## src/include/bn_config.svh

```systemverilog
`ifndef BN_CONFIG_SVH
`define BN_CONFIG_SVH

// Sample word and batch geometry
`define BN_DATA_W       16
`define BN_MINI_BATCH   8
`define BN_IDX_W        3

// Batch sum needs IDX_W guard bits above the sample width
`define BN_SUM_W        19

// Gamma is Q8.8
`define BN_GAMMA_FRAC   8

// Deviation shift is leading one of the range minus this offset
`define BN_APPROX_SHIFT 2

`endif

```

## src/hdl/bn_ctrl_pkg.sv

```systemverilog
`default_nettype none

package bn_ctrl_pkg;

  typedef enum logic {
    MODE_BYPASS = 1'b0,
    MODE_TRAIN  = 1'b1
  } bn_mode_e;

  typedef enum logic {
    ST_IDLE   = 1'b0,
    ST_GATHER = 1'b1
  } stats_state_e;

  typedef enum logic {
    RP_IDLE = 1'b0,
    RP_RUN  = 1'b1
  } replay_state_e;

endpackage

`default_nettype wire

```

## src/hdl/bn_data_pkg.sv

```systemverilog
`default_nettype none

`include "bn_config.svh"

package bn_data_pkg;

  typedef logic signed [`BN_DATA_W-1:0] bn_data_t;

  // Scale and shift for the normalized output
  typedef struct packed {
    logic signed [`BN_DATA_W-1:0] gamma;
    logic signed [`BN_DATA_W-1:0] beta;
  } bn_param_t;

  // Training sample with its position in the batch
  typedef struct packed {
    bn_data_t             data;
    logic [`BN_IDX_W-1:0] idx;
    logic                 last;
  } bn_sample_t;

  // Batch mean and power-of-two deviation
  typedef struct packed {
    logic signed [`BN_DATA_W-1:0] mean;
    logic [4:0]                   k;
  } bn_stats_t;

  typedef struct packed {
    bn_data_t data;
    logic     first;
  } bn_replay_t;

endpackage

`default_nettype wire

```

## src/hdl/batch_stats.sv

```systemverilog
`timescale 1ns/10ps
`default_nettype none

`include "bn_config.svh"

module batch_stats
  import bn_data_pkg::*;
  import bn_ctrl_pkg::*;
(
  input  wire logic       clk_i,
  input  wire logic       rst_n_i,
  input  wire bn_sample_t train_i,
  input  wire logic       train_valid_i,
  output bn_stats_t       stats_o,
  output logic            stats_valid_o
);

  stats_state_e                 state_q;
  logic [`BN_IDX_W-1:0]         cnt_q;
  logic signed [`BN_SUM_W-1:0]  sum_q;
  bn_data_t                     max_q;
  bn_data_t                     min_q;

  logic                         restart;
  logic signed [`BN_SUM_W-1:0]  sum_nx;
  bn_data_t                     max_nx;
  bn_data_t                     min_nx;
  logic [`BN_DATA_W-1:0]        range;
  logic [4:0]                   lead;
  logic [4:0]                   k_nx;
  bn_data_t                     mean_nx;

  ////////////////////
  // Running sum, max and min including the current sample
  always_comb begin
    restart = (state_q == ST_IDLE) || (train_i.idx == '0);
    if (restart) begin
      sum_nx = `BN_SUM_W'(train_i.data);
      max_nx = train_i.data;
      min_nx = train_i.data;
    end else begin
      sum_nx = sum_q + `BN_SUM_W'(train_i.data);
      max_nx = (train_i.data > max_q) ? train_i.data : max_q;
      min_nx = (train_i.data < min_q) ? train_i.data : min_q;
    end

    // Range always fits unsigned in the sample width
    range = max_nx - min_nx;
    lead  = '0;
    for (int i = 0; i < `BN_DATA_W; i++) begin
      if (range[i]) begin
        lead = 5'(i);
      end
    end
    // Zero range leaves lead at 0 so k clamps to 0 too
    if (lead >= 5'(`BN_APPROX_SHIFT)) begin
      k_nx = lead - 5'(`BN_APPROX_SHIFT);
    end else begin
      k_nx = '0;
    end

    // Floor of sum / 8
    mean_nx = sum_nx[`BN_SUM_W-1:`BN_IDX_W];
  end

  always_ff @(posedge clk_i) begin
    if (!rst_n_i) begin
      state_q       <= ST_IDLE;
      cnt_q         <= '0;
      stats_valid_o <= 1'b0;
    end else begin
      stats_valid_o <= train_valid_i && train_i.last;
      if (train_valid_i) begin
        cnt_q   <= cnt_q + 1'b1;
        state_q <= train_i.last ? ST_IDLE : ST_GATHER;
      end
    end
  end

  always_ff @(posedge clk_i) begin
    if (train_valid_i) begin
      sum_q <= sum_nx;
      max_q <= max_nx;
      min_q <= min_nx;
    end
    if (train_valid_i && train_i.last) begin
      stats_o.mean <= mean_nx;
      stats_o.k    <= k_nx;
    end
  end

  // Index from input control tracks the local sample count
  a_idx_follows_cnt: assert property (
    @(posedge clk_i) disable iff (!rst_n_i)
    train_valid_i |-> (train_i.idx == cnt_q)
  );

endmodule

`default_nettype wire

```

## src/hdl/bn_input_ctrl.sv

```systemverilog
`timescale 1ns/10ps
`default_nettype none

`include "bn_config.svh"

module bn_input_ctrl
  import bn_data_pkg::*;
  import bn_ctrl_pkg::*;
(
  input  wire logic       clk_i,
  input  wire logic       rst_n_i,
  input  wire bn_data_t   x_i,
  input  wire logic       x_valid_i,
  input  wire bn_mode_e   mode_i,
  input  wire bn_param_t  param_i,
  input  wire logic       param_valid_i,
  output bn_sample_t      train_o,
  output logic            train_valid_o,
  output bn_data_t        bypass_o,
  output logic            bypass_valid_o,
  output bn_param_t       param_o
);

  bn_mode_e             mode_q;
  logic [`BN_IDX_W-1:0] idx_q;
  logic                 is_train;

  assign is_train = (mode_i == MODE_TRAIN);

  ////////////////////
  // Control and parameter registers
  always_ff @(posedge clk_i) begin
    if (!rst_n_i) begin
      mode_q         <= MODE_BYPASS;
      idx_q          <= '0;
      train_valid_o  <= 1'b0;
      bypass_valid_o <= 1'b0;
      param_o.gamma  <= `BN_DATA_W'(1 << `BN_GAMMA_FRAC);
      param_o.beta   <= '0;
    end else begin
      mode_q         <= mode_i;
      train_valid_o  <= x_valid_i && is_train;
      bypass_valid_o <= x_valid_i && !is_train;
      // Index wraps after the eighth sample
      if (x_valid_i && is_train) begin
        idx_q <= idx_q + 1'b1;
      end
      if (param_valid_i) begin
        param_o <= param_i;
      end
    end
  end

  ////////////////////
  // Sample payload, both paths see the same word
  always_ff @(posedge clk_i) begin
    train_o.data <= x_i;
    train_o.idx  <= idx_q;
    train_o.last <= (idx_q == `BN_IDX_W'(`BN_MINI_BATCH - 1));
    bypass_o     <= x_i;
  end

  // Mode may only change on a batch boundary
  a_mode_on_boundary: assert property (
    @(posedge clk_i) disable iff (!rst_n_i)
    (mode_i != mode_q) |-> (idx_q == '0)
  );

endmodule

`default_nettype wire

```

## src/hdl/bn_top.sv

```systemverilog
`timescale 1ns/10ps
`default_nettype none

module bn_top
  import bn_data_pkg::*;
  import bn_ctrl_pkg::*;
(
  input  wire logic      clk_i,
  input  wire logic      rst_n_i,
  input  wire bn_data_t  x_i,
  input  wire logic      x_valid_i,
  input  wire bn_mode_e  mode_i,
  input  wire bn_param_t param_i,
  input  wire logic      param_valid_i,
  output bn_data_t       y_o,
  output logic           y_valid_o
);

  bn_sample_t train;
  logic       train_valid;
  bn_data_t   bypass;
  logic       bypass_valid;
  bn_param_t  param;
  bn_stats_t  stats;
  logic       stats_valid;
  bn_replay_t replay;
  logic       replay_valid;

  bn_input_ctrl u_input_ctrl (
    .clk_i          (clk_i),
    .rst_n_i        (rst_n_i),
    .x_i            (x_i),
    .x_valid_i      (x_valid_i),
    .mode_i         (mode_i),
    .param_i        (param_i),
    .param_valid_i  (param_valid_i),
    .train_o        (train),
    .train_valid_o  (train_valid),
    .bypass_o       (bypass),
    .bypass_valid_o (bypass_valid),
    .param_o        (param)
  );

  ////////////////////
  // Training path, stats and buffer side by side
  batch_stats u_batch_stats (
    .clk_i         (clk_i),
    .rst_n_i       (rst_n_i),
    .train_i       (train),
    .train_valid_i (train_valid),
    .stats_o       (stats),
    .stats_valid_o (stats_valid)
  );

  sample_buffer u_sample_buffer (
    .clk_i          (clk_i),
    .rst_n_i        (rst_n_i),
    .train_i        (train),
    .train_valid_i  (train_valid),
    .replay_o       (replay),
    .replay_valid_o (replay_valid)
  );

  bn_transform u_transform (
    .clk_i          (clk_i),
    .rst_n_i        (rst_n_i),
    .stats_i        (stats),
    .stats_valid_i  (stats_valid),
    .replay_i       (replay),
    .replay_valid_i (replay_valid),
    .bypass_i       (bypass),
    .bypass_valid_i (bypass_valid),
    .param_i        (param),
    .y_o            (y_o),
    .y_valid_o      (y_valid_o)
  );

endmodule

`default_nettype wire

```

## src/hdl/bn_transform.sv

```systemverilog
`timescale 1ns/10ps
`default_nettype none

`include "bn_config.svh"

module bn_transform
  import bn_data_pkg::*;
(
  input  wire logic       clk_i,
  input  wire logic       rst_n_i,
  input  wire bn_stats_t  stats_i,
  input  wire logic       stats_valid_i,
  input  wire bn_replay_t replay_i,
  input  wire logic       replay_valid_i,
  input  wire bn_data_t   bypass_i,
  input  wire logic       bypass_valid_i,
  input  wire bn_param_t  param_i,
  output bn_data_t        y_o,
  output logic            y_valid_o
);

  localparam logic signed [33:0] SAT_MAX = (34'sd1 <<< (`BN_DATA_W - 1)) - 34'sd1;
  localparam logic signed [33:0] SAT_MIN = -(34'sd1 <<< (`BN_DATA_W - 1));

  bn_stats_t          stats_hold_q;
  bn_stats_t          batch_stats_q;
  bn_param_t          batch_param_q;

  bn_stats_t          cur_stats;
  bn_stats_t          use_stats;
  bn_param_t          use_param;
  logic signed [16:0] diff;
  logic signed [32:0] prod;
  logic [5:0]         sh;
  logic signed [32:0] scaled;
  logic signed [33:0] acc;
  bn_data_t           y_nx;

  ////////////////////
  // Normalize datapath
  always_comb begin
    // Stats pulse lines up with the first replay word
    cur_stats = stats_valid_i ? stats_i : stats_hold_q;
    use_stats = replay_i.first ? cur_stats : batch_stats_q;
    use_param = replay_i.first ? param_i : batch_param_q;

    diff   = $signed({replay_i.data[`BN_DATA_W-1], replay_i.data})
           - $signed({use_stats.mean[`BN_DATA_W-1], use_stats.mean});
    prod   = diff * $signed(use_param.gamma);
    sh     = 6'(`BN_GAMMA_FRAC) + 6'(use_stats.k);
    scaled = prod >>> sh;
    acc    = 34'(scaled) + 34'($signed(use_param.beta));

    // Saturate to the sample width
    if (acc > SAT_MAX) begin
      y_nx = SAT_MAX[`BN_DATA_W-1:0];
    end else if (acc < SAT_MIN) begin
      y_nx = SAT_MIN[`BN_DATA_W-1:0];
    end else begin
      y_nx = acc[`BN_DATA_W-1:0];
    end
  end

  always_ff @(posedge clk_i) begin
    if (stats_valid_i) begin
      stats_hold_q <= stats_i;
    end
    // Freeze stats and params for the whole batch
    if (replay_valid_i && replay_i.first) begin
      batch_stats_q <= cur_stats;
      batch_param_q <= param_i;
    end
    if (replay_valid_i) begin
      y_o <= y_nx;
    end else if (bypass_valid_i) begin
      y_o <= bypass_i;
    end
  end

  always_ff @(posedge clk_i) begin
    if (!rst_n_i) begin
      y_valid_o <= 1'b0;
    end else begin
      y_valid_o <= replay_valid_i || bypass_valid_i;
    end
  end

  // Replay and bypass come from different blocks and must never overlap
  a_no_path_overlap: assert property (
    @(posedge clk_i) disable iff (!rst_n_i)
    !(replay_valid_i && bypass_valid_i)
  );

endmodule

`default_nettype wire

```

## src/hdl/sample_buffer.sv

```systemverilog
`timescale 1ns/10ps
`default_nettype none

`include "bn_config.svh"

module sample_buffer
  import bn_data_pkg::*;
  import bn_ctrl_pkg::*;
(
  input  wire logic       clk_i,
  input  wire logic       rst_n_i,
  input  wire bn_sample_t train_i,
  input  wire logic       train_valid_i,
  output bn_replay_t      replay_o,
  output logic            replay_valid_o
);

  // Two banks, one filling and one replaying
  bn_data_t             mem_q [2][`BN_MINI_BATCH];

  replay_state_e        state_q;
  logic                 fill_bank_q;
  logic                 rd_bank_q;
  logic [`BN_IDX_W-1:0] rd_idx_q;
  logic                 swap;

  assign swap = train_valid_i && train_i.last;

  always_ff @(posedge clk_i) begin
    if (train_valid_i) begin
      mem_q[fill_bank_q][train_i.idx] <= train_i.data;
    end
  end

  ////////////////////
  // Replay FSM
  always_ff @(posedge clk_i) begin
    if (!rst_n_i) begin
      state_q        <= RP_IDLE;
      fill_bank_q    <= 1'b0;
      rd_bank_q      <= 1'b0;
      rd_idx_q       <= '0;
      replay_valid_o <= 1'b0;
    end else begin
      case (state_q)
        RP_IDLE: begin
          replay_valid_o <= swap;
          if (swap) begin
            // Word 0 goes out now, replay continues from 1
            rd_bank_q   <= fill_bank_q;
            fill_bank_q <= ~fill_bank_q;
            rd_idx_q    <= `BN_IDX_W'(1);
            state_q     <= RP_RUN;
          end
        end
        RP_RUN: begin
          replay_valid_o <= 1'b1;
          rd_idx_q       <= rd_idx_q + 1'b1;
          if (rd_idx_q == `BN_IDX_W'(`BN_MINI_BATCH - 1)) begin
            state_q <= RP_IDLE;
          end
        end
        default: state_q <= RP_IDLE;
      endcase
    end
  end

  // Replay word and first marker
  always_ff @(posedge clk_i) begin
    if (state_q == RP_RUN) begin
      replay_o.data  <= mem_q[rd_bank_q][rd_idx_q];
      replay_o.first <= 1'b0;
    end else begin
      replay_o.data  <= mem_q[fill_bank_q][0];
      replay_o.first <= 1'b1;
    end
  end

  // Next batch must not complete before the current replay ends
  a_no_swap_in_replay: assert property (
    @(posedge clk_i) disable iff (!rst_n_i)
    swap |-> (state_q == RP_IDLE)
  );

endmodule

`default_nettype wire

```

## config.mk

```make
export PLATFORM = sky130hd
export DESIGN_NAME = bn_top
export DESIGN_NICKNAME = d
export VERILOG_FILES = /design/src/hdl/bn_ctrl_pkg.sv /design/src/hdl/bn_data_pkg.sv /design/src/hdl/batch_stats.sv /design/src/hdl/bn_input_ctrl.sv /design/src/hdl/bn_top.sv /design/src/hdl/bn_transform.sv /design/src/hdl/sample_buffer.sv
export VERILOG_INCLUDE_DIRS = /design/src /design/src/include
export SDC_FILE = /design/constraint.sdc
export NUM_CORES = 2
export LEC_CHECK = 0
export BUFFER_PORTS_ARGS = -buffer_cell sky130_fd_sc_hd__buf_2
export CAP_MARGIN = 15
export CORE_MARGIN = 4
export CORE_UTILIZATION = 40
export CTS_CLUSTER_SIZE = 10
export DETAILED_ROUTE_END_ITERATION = 16
export GPL_TIMING_DRIVEN = 0
export SETUP_SLACK_MARGIN = 0.2
export SYNTH_ARGS = -nofsm -noshare
export SYNTH_HDL_FRONTEND = slang
export SYNTH_HIERARCHICAL = 1
export SYNTH_SLANG_ARGS = --single-unit
```

## constraint.sdc

```tcl
create_clock -name clk_i -period 20.3 [get_ports clk_i]
set_input_delay 6.09 -clock clk_i [delete_from_list [all_inputs] [get_ports clk_i]]
set_output_delay 6.09 -clock clk_i [all_outputs]
set_load 0.05 [all_outputs]
```

==> After elaboration in Yosys (flattened, before gate mapping) <==
Memory sizes are Yosys's and may differ from the RTL's. A register that Yosys moved wholly into a read port is not among the register bits.
Index checks and enable logic that the tools add are counted.
{ "totals": {"reg_bits": 246, "ramBits": 256, "out_inout_bits": 17, "elab_cells": 114, "n_memories": 1} }
{ "classes": {"addsub": 8, "mul": 1, "n_lt_le_gt_ge": 8, "eq_ne": 3, "n_shift": 1, "mux": 46, "bitwise_logic": 5, "reduce_logical": 11} }
{ "memory_table": {"columns": ["name", "depth", "width", "rd", "rd_ports_with_merged_regs", "write_ports", "line_no", "source"], "rows": [
  ["u_sample_buffer.mem_q", 2, 128, 2, 2, 1, "sample_buffer.sv:19", "bn_data_t mem_q [2][`BN_MINI_BATCH];"]
]} }
{ "ops": {"columns": ["op", "count"], "rows": [
  ["$mux W16", 11],
  ["$mux W128", 1],
  ["$bmux W16 S3", 1],
  ["$demux W16 S3", 1],
  ["$mux W21", 2],
  ["$add A33 B16 Y34", 1],
  ["$gt A34 B16 Y1 const B", 1],
  ["$lt A34 B16 Y1 const B", 1],
  ["$mul A17 B16 Y33", 1],
  ["$sshr A33 B6 Y33", 1],
  ["$mux W32", 1],
  ["$mux W4", 8],
  ["$add A19 B16 Y19", 1],
  ["$mux W19", 1],
  ["$mux W17", 1],
  ["$sub A16 B16 Y17", 1],
  ["$gt A16 B16 Y1", 1],
  ["$lt A16 B16 Y1", 1],
  ["$sub A16 B16 Y16", 1],
  ["$mux W3", 5],
  ["$mux W1", 9],
  ["$ge A4 B4 Y1 const B", 2],
  ["$not A3 Y4", 2],
  ["$add A3 B1 Y3 const B", 2],
  ["16 further kinds", 26]
]} }

==> Depth between registers and ports, before layout <==
{ "depth": {"ltp_word": 20, "mapped_depth": 58} }

==> Modules after synthesis <==
The synthesis kept the hierarchy.
{ "modules_own_cells": {"columns": ["module", "instances", "cells_per_inst", "area_per_inst_um2"], "rows": [
  ["bn_transform", 1, 2024, 18161.2],
  ["sample_buffer", 1, 547, 10944.2],
  ["batch_stats", 1, 565, 5629.1],
  ["bn_input_ctrl", 1, 159, 1960.6]
]} }

==> Least setup slack after synthesis <==
No wires, ideal clock.
{ "synth_timing": {"kind": "reg2reg", "start": "register u_sample_buffer/replay_o[0] (netlist bit)", "end": "register u_transform.y_o[10] (data pin)", "setup_time_ns": 0.152, "arrival_ns": 13.614, "required_time_ns": 20.148, "path_slack_ns": 6.533, "stages_incl_launch_ff": 55, "n_path_buf": 7, "synth_period_minus_slack_ns": 13.767, "path_cell_list": "dfxtp_1 -> clkbuf_1 -> clkbuf_1 -> clkbuf_1 -> buf_1 -> mux2_2 -> ha_1 -> inv_1 -> fa_1 -> a21o_1 -> a21oi_2 -> o21bai_1 -> a21oi_2 -> o21bai_1 -> a211oi_2 -> o21bai_1 -> a21o_1 -> a41oi_1 -> [... 19 more ...] -> xnor2_1 -> inv_1 -> and2_1 -> a221o_1 -> a311oi_1 -> ha_1 -> a211oi_1 -> o21ai_1 -> a211oi_1 -> nor4_1 -> a211oi_2 -> xnor2_1 -> nor4b_1 -> nand4b_1 -> o311ai_1 -> nand2_1 -> clkbuf_1 -> o21ai_0"} }
{ "synth_between": {"elab_chain_cells": 9, "word_cells_on_any_way": 12, "classes_between": "add/sub: 3; mul: 1; order compare: 2; shift: 1; mux: 5"} }
{ "synth_rtl": {"columns": ["element", "line_no", "source"], "rows": [
  ["from (decl)", "sample_buffer.sv:14", "output bn_replay_t replay_o,"],
  ["$mux W21", "bn_transform.sv:44", "use_stats = replay_i.first ? cur_stats : batch_stats_q;"],
  ["$sub A16 B16 Y17", "bn_transform.sv:47", "diff = $signed({replay_i.data[`BN_DATA_W-1], replay_i.data})"],
  ["$mul A17 B16 Y33", "bn_transform.sv:49", "prod = diff * $signed(use_param.gamma);"],
  ["$sshr A33 B6 Y33", "bn_transform.sv:51", "scaled = prod >>> sh;"],
  ["$add A33 B16 Y34 *", "bn_transform.sv:52", "acc = 34'(scaled) + 34'($signed(use_param.beta));"],
  ["$lt A34 B16 Y1", "bn_transform.sv:57", "end else if (acc < SAT_MIN) begin"],
  ["$mux W16", "bn_transform.sv:57", null],
  ["$mux W16 *", "bn_transform.sv:55", "if (acc > SAT_MAX) begin"],
  ["$mux W16 *", "bn_transform.sv:73", "if (replay_valid_i) begin"],
  ["to (signal assigned)", "bn_transform.sv:74", "y_o <= y_nx;"],
  ["to (signal assigned)", "bn_transform.sv:76", "y_o <= bypass_i;"],
  ["to (decl)", "bn_transform.sv:18", "output bn_data_t y_o,"]
]} }
Mark *: on every way between the ends. The rest lies on a longest branch, timed or not.
A chain may end at the register's enable or synchronous reset.

==> Worst setup path after layout <==
Ends and elaborated chain as after synthesis.

==> out/qor.csv <==
metric,value,unit
status,completed,
cts_sinks,504,
ys_async_sr_fraction,0,
fmax,0.05617,GHz
final_cell_mix,"409 x inv_1, 397 x edfxtp_1, 280 x fa_1",
io_buffers,68,
cts_buffers,61,
dpl.hpwl,80.61,mm
hp-class,register to register,
slew_headroom,0.1555,
htreeDepth,2,
dpl.cell_count,4567,
root_buffer,clkbuf_16,
postCtsHoldBufs,0,
drv_slew,0,
arrival,18.30,ns
grt_pass1_wl,159.1,mm
placed_area,0.03892,sq mm
area_growth,11.12,%
p_per_area,132.9,mW/mm^2
fillers,8488,
wirelength,104.1,mm
synth_nets,3823,
synth_area_per_cell,11.14,sq um
post_cts_buffers,0,
rsz0062_at_grt,no,
cap_violations,0,
drc,0,
ant_nets,0,
die_w,310.9,um
nets,3983,
required,20.80,ns
grt_pass1_vias,25873,
cts_resized,0,
multiInputGateArea,0.02042,sq mm
fin_cells,4684,
drt_first_iter_violations,2103,
antenna_found_initial,3,
syn_area,0.03670,sq mm
gr-total-overflow,0,
ys.warnings.count,6,
path_class,register to register,
grt_max_degree,38,
holdWs,0.3640,ns
crit_top_cell,fa_1,
synth.distinct_cells,102,
first_pass_iters,7,
ioPinCount,70,
initial_core_util,0.4052,
cp_max_fo,10,
syn_inst,3295,
setup_violations,0,
ys.flop_type,edfxtp_1,
path_clk_slew,0.06,ns
drive_gt1_frac,0.1143,
tns,0,ns
period_share,0.8770,
clkLatencyLatePin,0.67,ns
cts_buffer_depth,3,
finalCriticalPeriod,17.80,ns
gp_congestion,0.9382,
hold_viol_final,0,
endpoint_kind,register,
ir_drop,0.1132,mV
seqCellArea,0.01406,sq mm
viasPerCell,5.500,
die_area,0.09665,sq mm
synth_edf_count,397,
num_rows,110,
die_h,310.9,um
synth-seq-cells,504,
cts_tree,done,
wl_per_cell,22.23,um
grt.total_usage,0.2137,
finalInstanceArea,0.04078,sq mm
p_leak,16.41,nW
worst_slew_pin_slew,1.258,ns
final_common_cell,inv_1,
vias,25762,
finClkSkew,0.04286,ns
synth_seq_area_share,0.3833,
cpPeakStageDelay,0.95,ns
cp-start-kind,register,
slowest_stage,fa_1,
core-area,0.09056,sq mm
==> where the power goes <==
part | switching, mW | internal (mW)
clock | 0.434 | 0.575
sequential | 0.0119 | 1.13
combinational | 2.03 | 1.24
total | 2.48 | 2.94
==> synth_stat cells (12+ instances only) <==
master | number | share of area
xor2_1 | 45 | 0.011
xnor2_1 | 66 | 0.016
a21o_1 | 37 | 0.0076
fa_1 | 280 | 0.15
a21oi_1 | 103 | 0.014
clkbuf_1 | 75 | 0.0077
a211oi_1 | 27 | 0.0055
a211o_1 | 26 | 0.0062
inv_1 | 409 | 0.042
nand4_1 | 16 | 0.0027
and2_1 | 34 | 0.0058
mux4_2 | 34 | 0.021
nor2_1 | 238 | 0.024
nand2_1 | 276 | 0.028
mux2_2 | 76 | 0.023
dfxtp_1 | 107 | 0.058
buf_1 | 18 | 0.0018
o21ai_0 | 110 | 0.015
o21a_1 | 23 | 0.0047
buf_4 | 19 | 0.0039
o221ai_1 | 26 | 0.0062
mux4_1 | 15 | 0.011
nor3_1 | 46 | 0.0063
buf_2 | 16 | 0.0022
nor2b_1 | 60 | 0.010
o2111ai_1 | 20 | 0.0048
nand2b_1 | 22 | 0.0038
o211ai_1 | 19 | 0.0039
or2_2 | 12 | 0.0020
nand3_1 | 57 | 0.0078
mux2i_1 | 158 | 0.043
nor4_1 | 16 | 0.0027
a31oi_1 | 16 | 0.0027
o21bai_1 | 15 | 0.0031
edfxtp_1 | 397 | 0.32
ha_1 | 195 | 0.066
==> area by class of cell <==
class	instances	share of cell area
multi-input combinational	2240	0.5008
buffer	141	0.01835
timing repair buffer	97	0.01663
clock inverter	12	0.003375
sequential	504	0.3449
tap	1176	0.03609
antenna	1	0.00006137
clock buffer	103	0.04204
inverter	410	0.03774
==> critical path, delay by kind of cell, from the launching register on <==
family          cells  cell delay (ns)
xor+xnor            2             0.89
flops               1             0.30
simple gates        9             1.98
buf+inv            12             4.22
compound gates     20             4.96
mux                 1             0.30
fa+ha+maj          10             4.97
==> final timing paths <==
check,start,endpoint,slack [ns],cells past startpoint
worst min-delay path,u_input_ctrl/idx_q[2],u_input_ctrl/train_o[3],0.36,0
worst max-delay path,u_sample_buffer/replay_o[0],u_transform/y_o[10],2.50,54
worst max register to register,u_sample_buffer/replay_o[0],u_transform/y_o[10],2.50,54
worst min register to register,u_input_ctrl/idx_q[2],u_input_ctrl/train_o[3],0.36,0
==> state kept, by name, summed over array words and instances (netlist names), 3 cells and up, named ones only <==
register,cells
u_batch_stats/max_q,16
u_batch_stats/min_q,16
u_batch_stats/stats_o,21
u_batch_stats/sum_q,19
u_input_ctrl/bypass_o,16
u_input_ctrl/idx_q,3
u_input_ctrl/param_o,32
u_input_ctrl/train_o,4
u_sample_buffer/mem_q,256
u_sample_buffer/rd_idx_q,3
u_sample_buffer/replay_o,17
u_transform/batch_param_q,32
u_transform/batch_stats_q,21
u_transform/stats_hold_q,21
u_transform/y_o,16
==> logic make-up (layout without fill, tap and decap cells) <==
group	after synthesis	in the layout	share of synthesized area
AO/OA/AOI/OAI	548	548	0.1059
XOR/XNOR	112	112	0.02694
adder cells (fa/ha/maj)	475	475	0.2192
buffers and inverters	551	763	0.06233
flip-flops	504	504	0.3833
multiplexers	287	287	0.09987
other	0	1	0
AND/OR/NAND/NOR	818	818	0.1025
==> per-layer routing <==
layer,vias to the layer above,global-route usage,part of all wire
met1,12849,0.3034,0.45
met5,-,0,0.00013
met2,850,0.3308,0.45
li1,11909,-,-
met4,2,0.06100,0.029
met3,152,0.04675,0.074
==> per-stage QoR <==
step | setup WS, ns | utilization | power (mW)
after floorplan | 6.533 | - | 3.495
after global placement | 2.734 | 0.4252 | 4.332
after detailed placement | 2.623 | 0.4297 | 4.329
after CTS | 2.585 | 0.4502 | 5.375
after global routing | 1.489 | 0.4502 | 5.802
final | 2.497 | 0.4502 | 5.417
(Power assumes the default switching activity.)
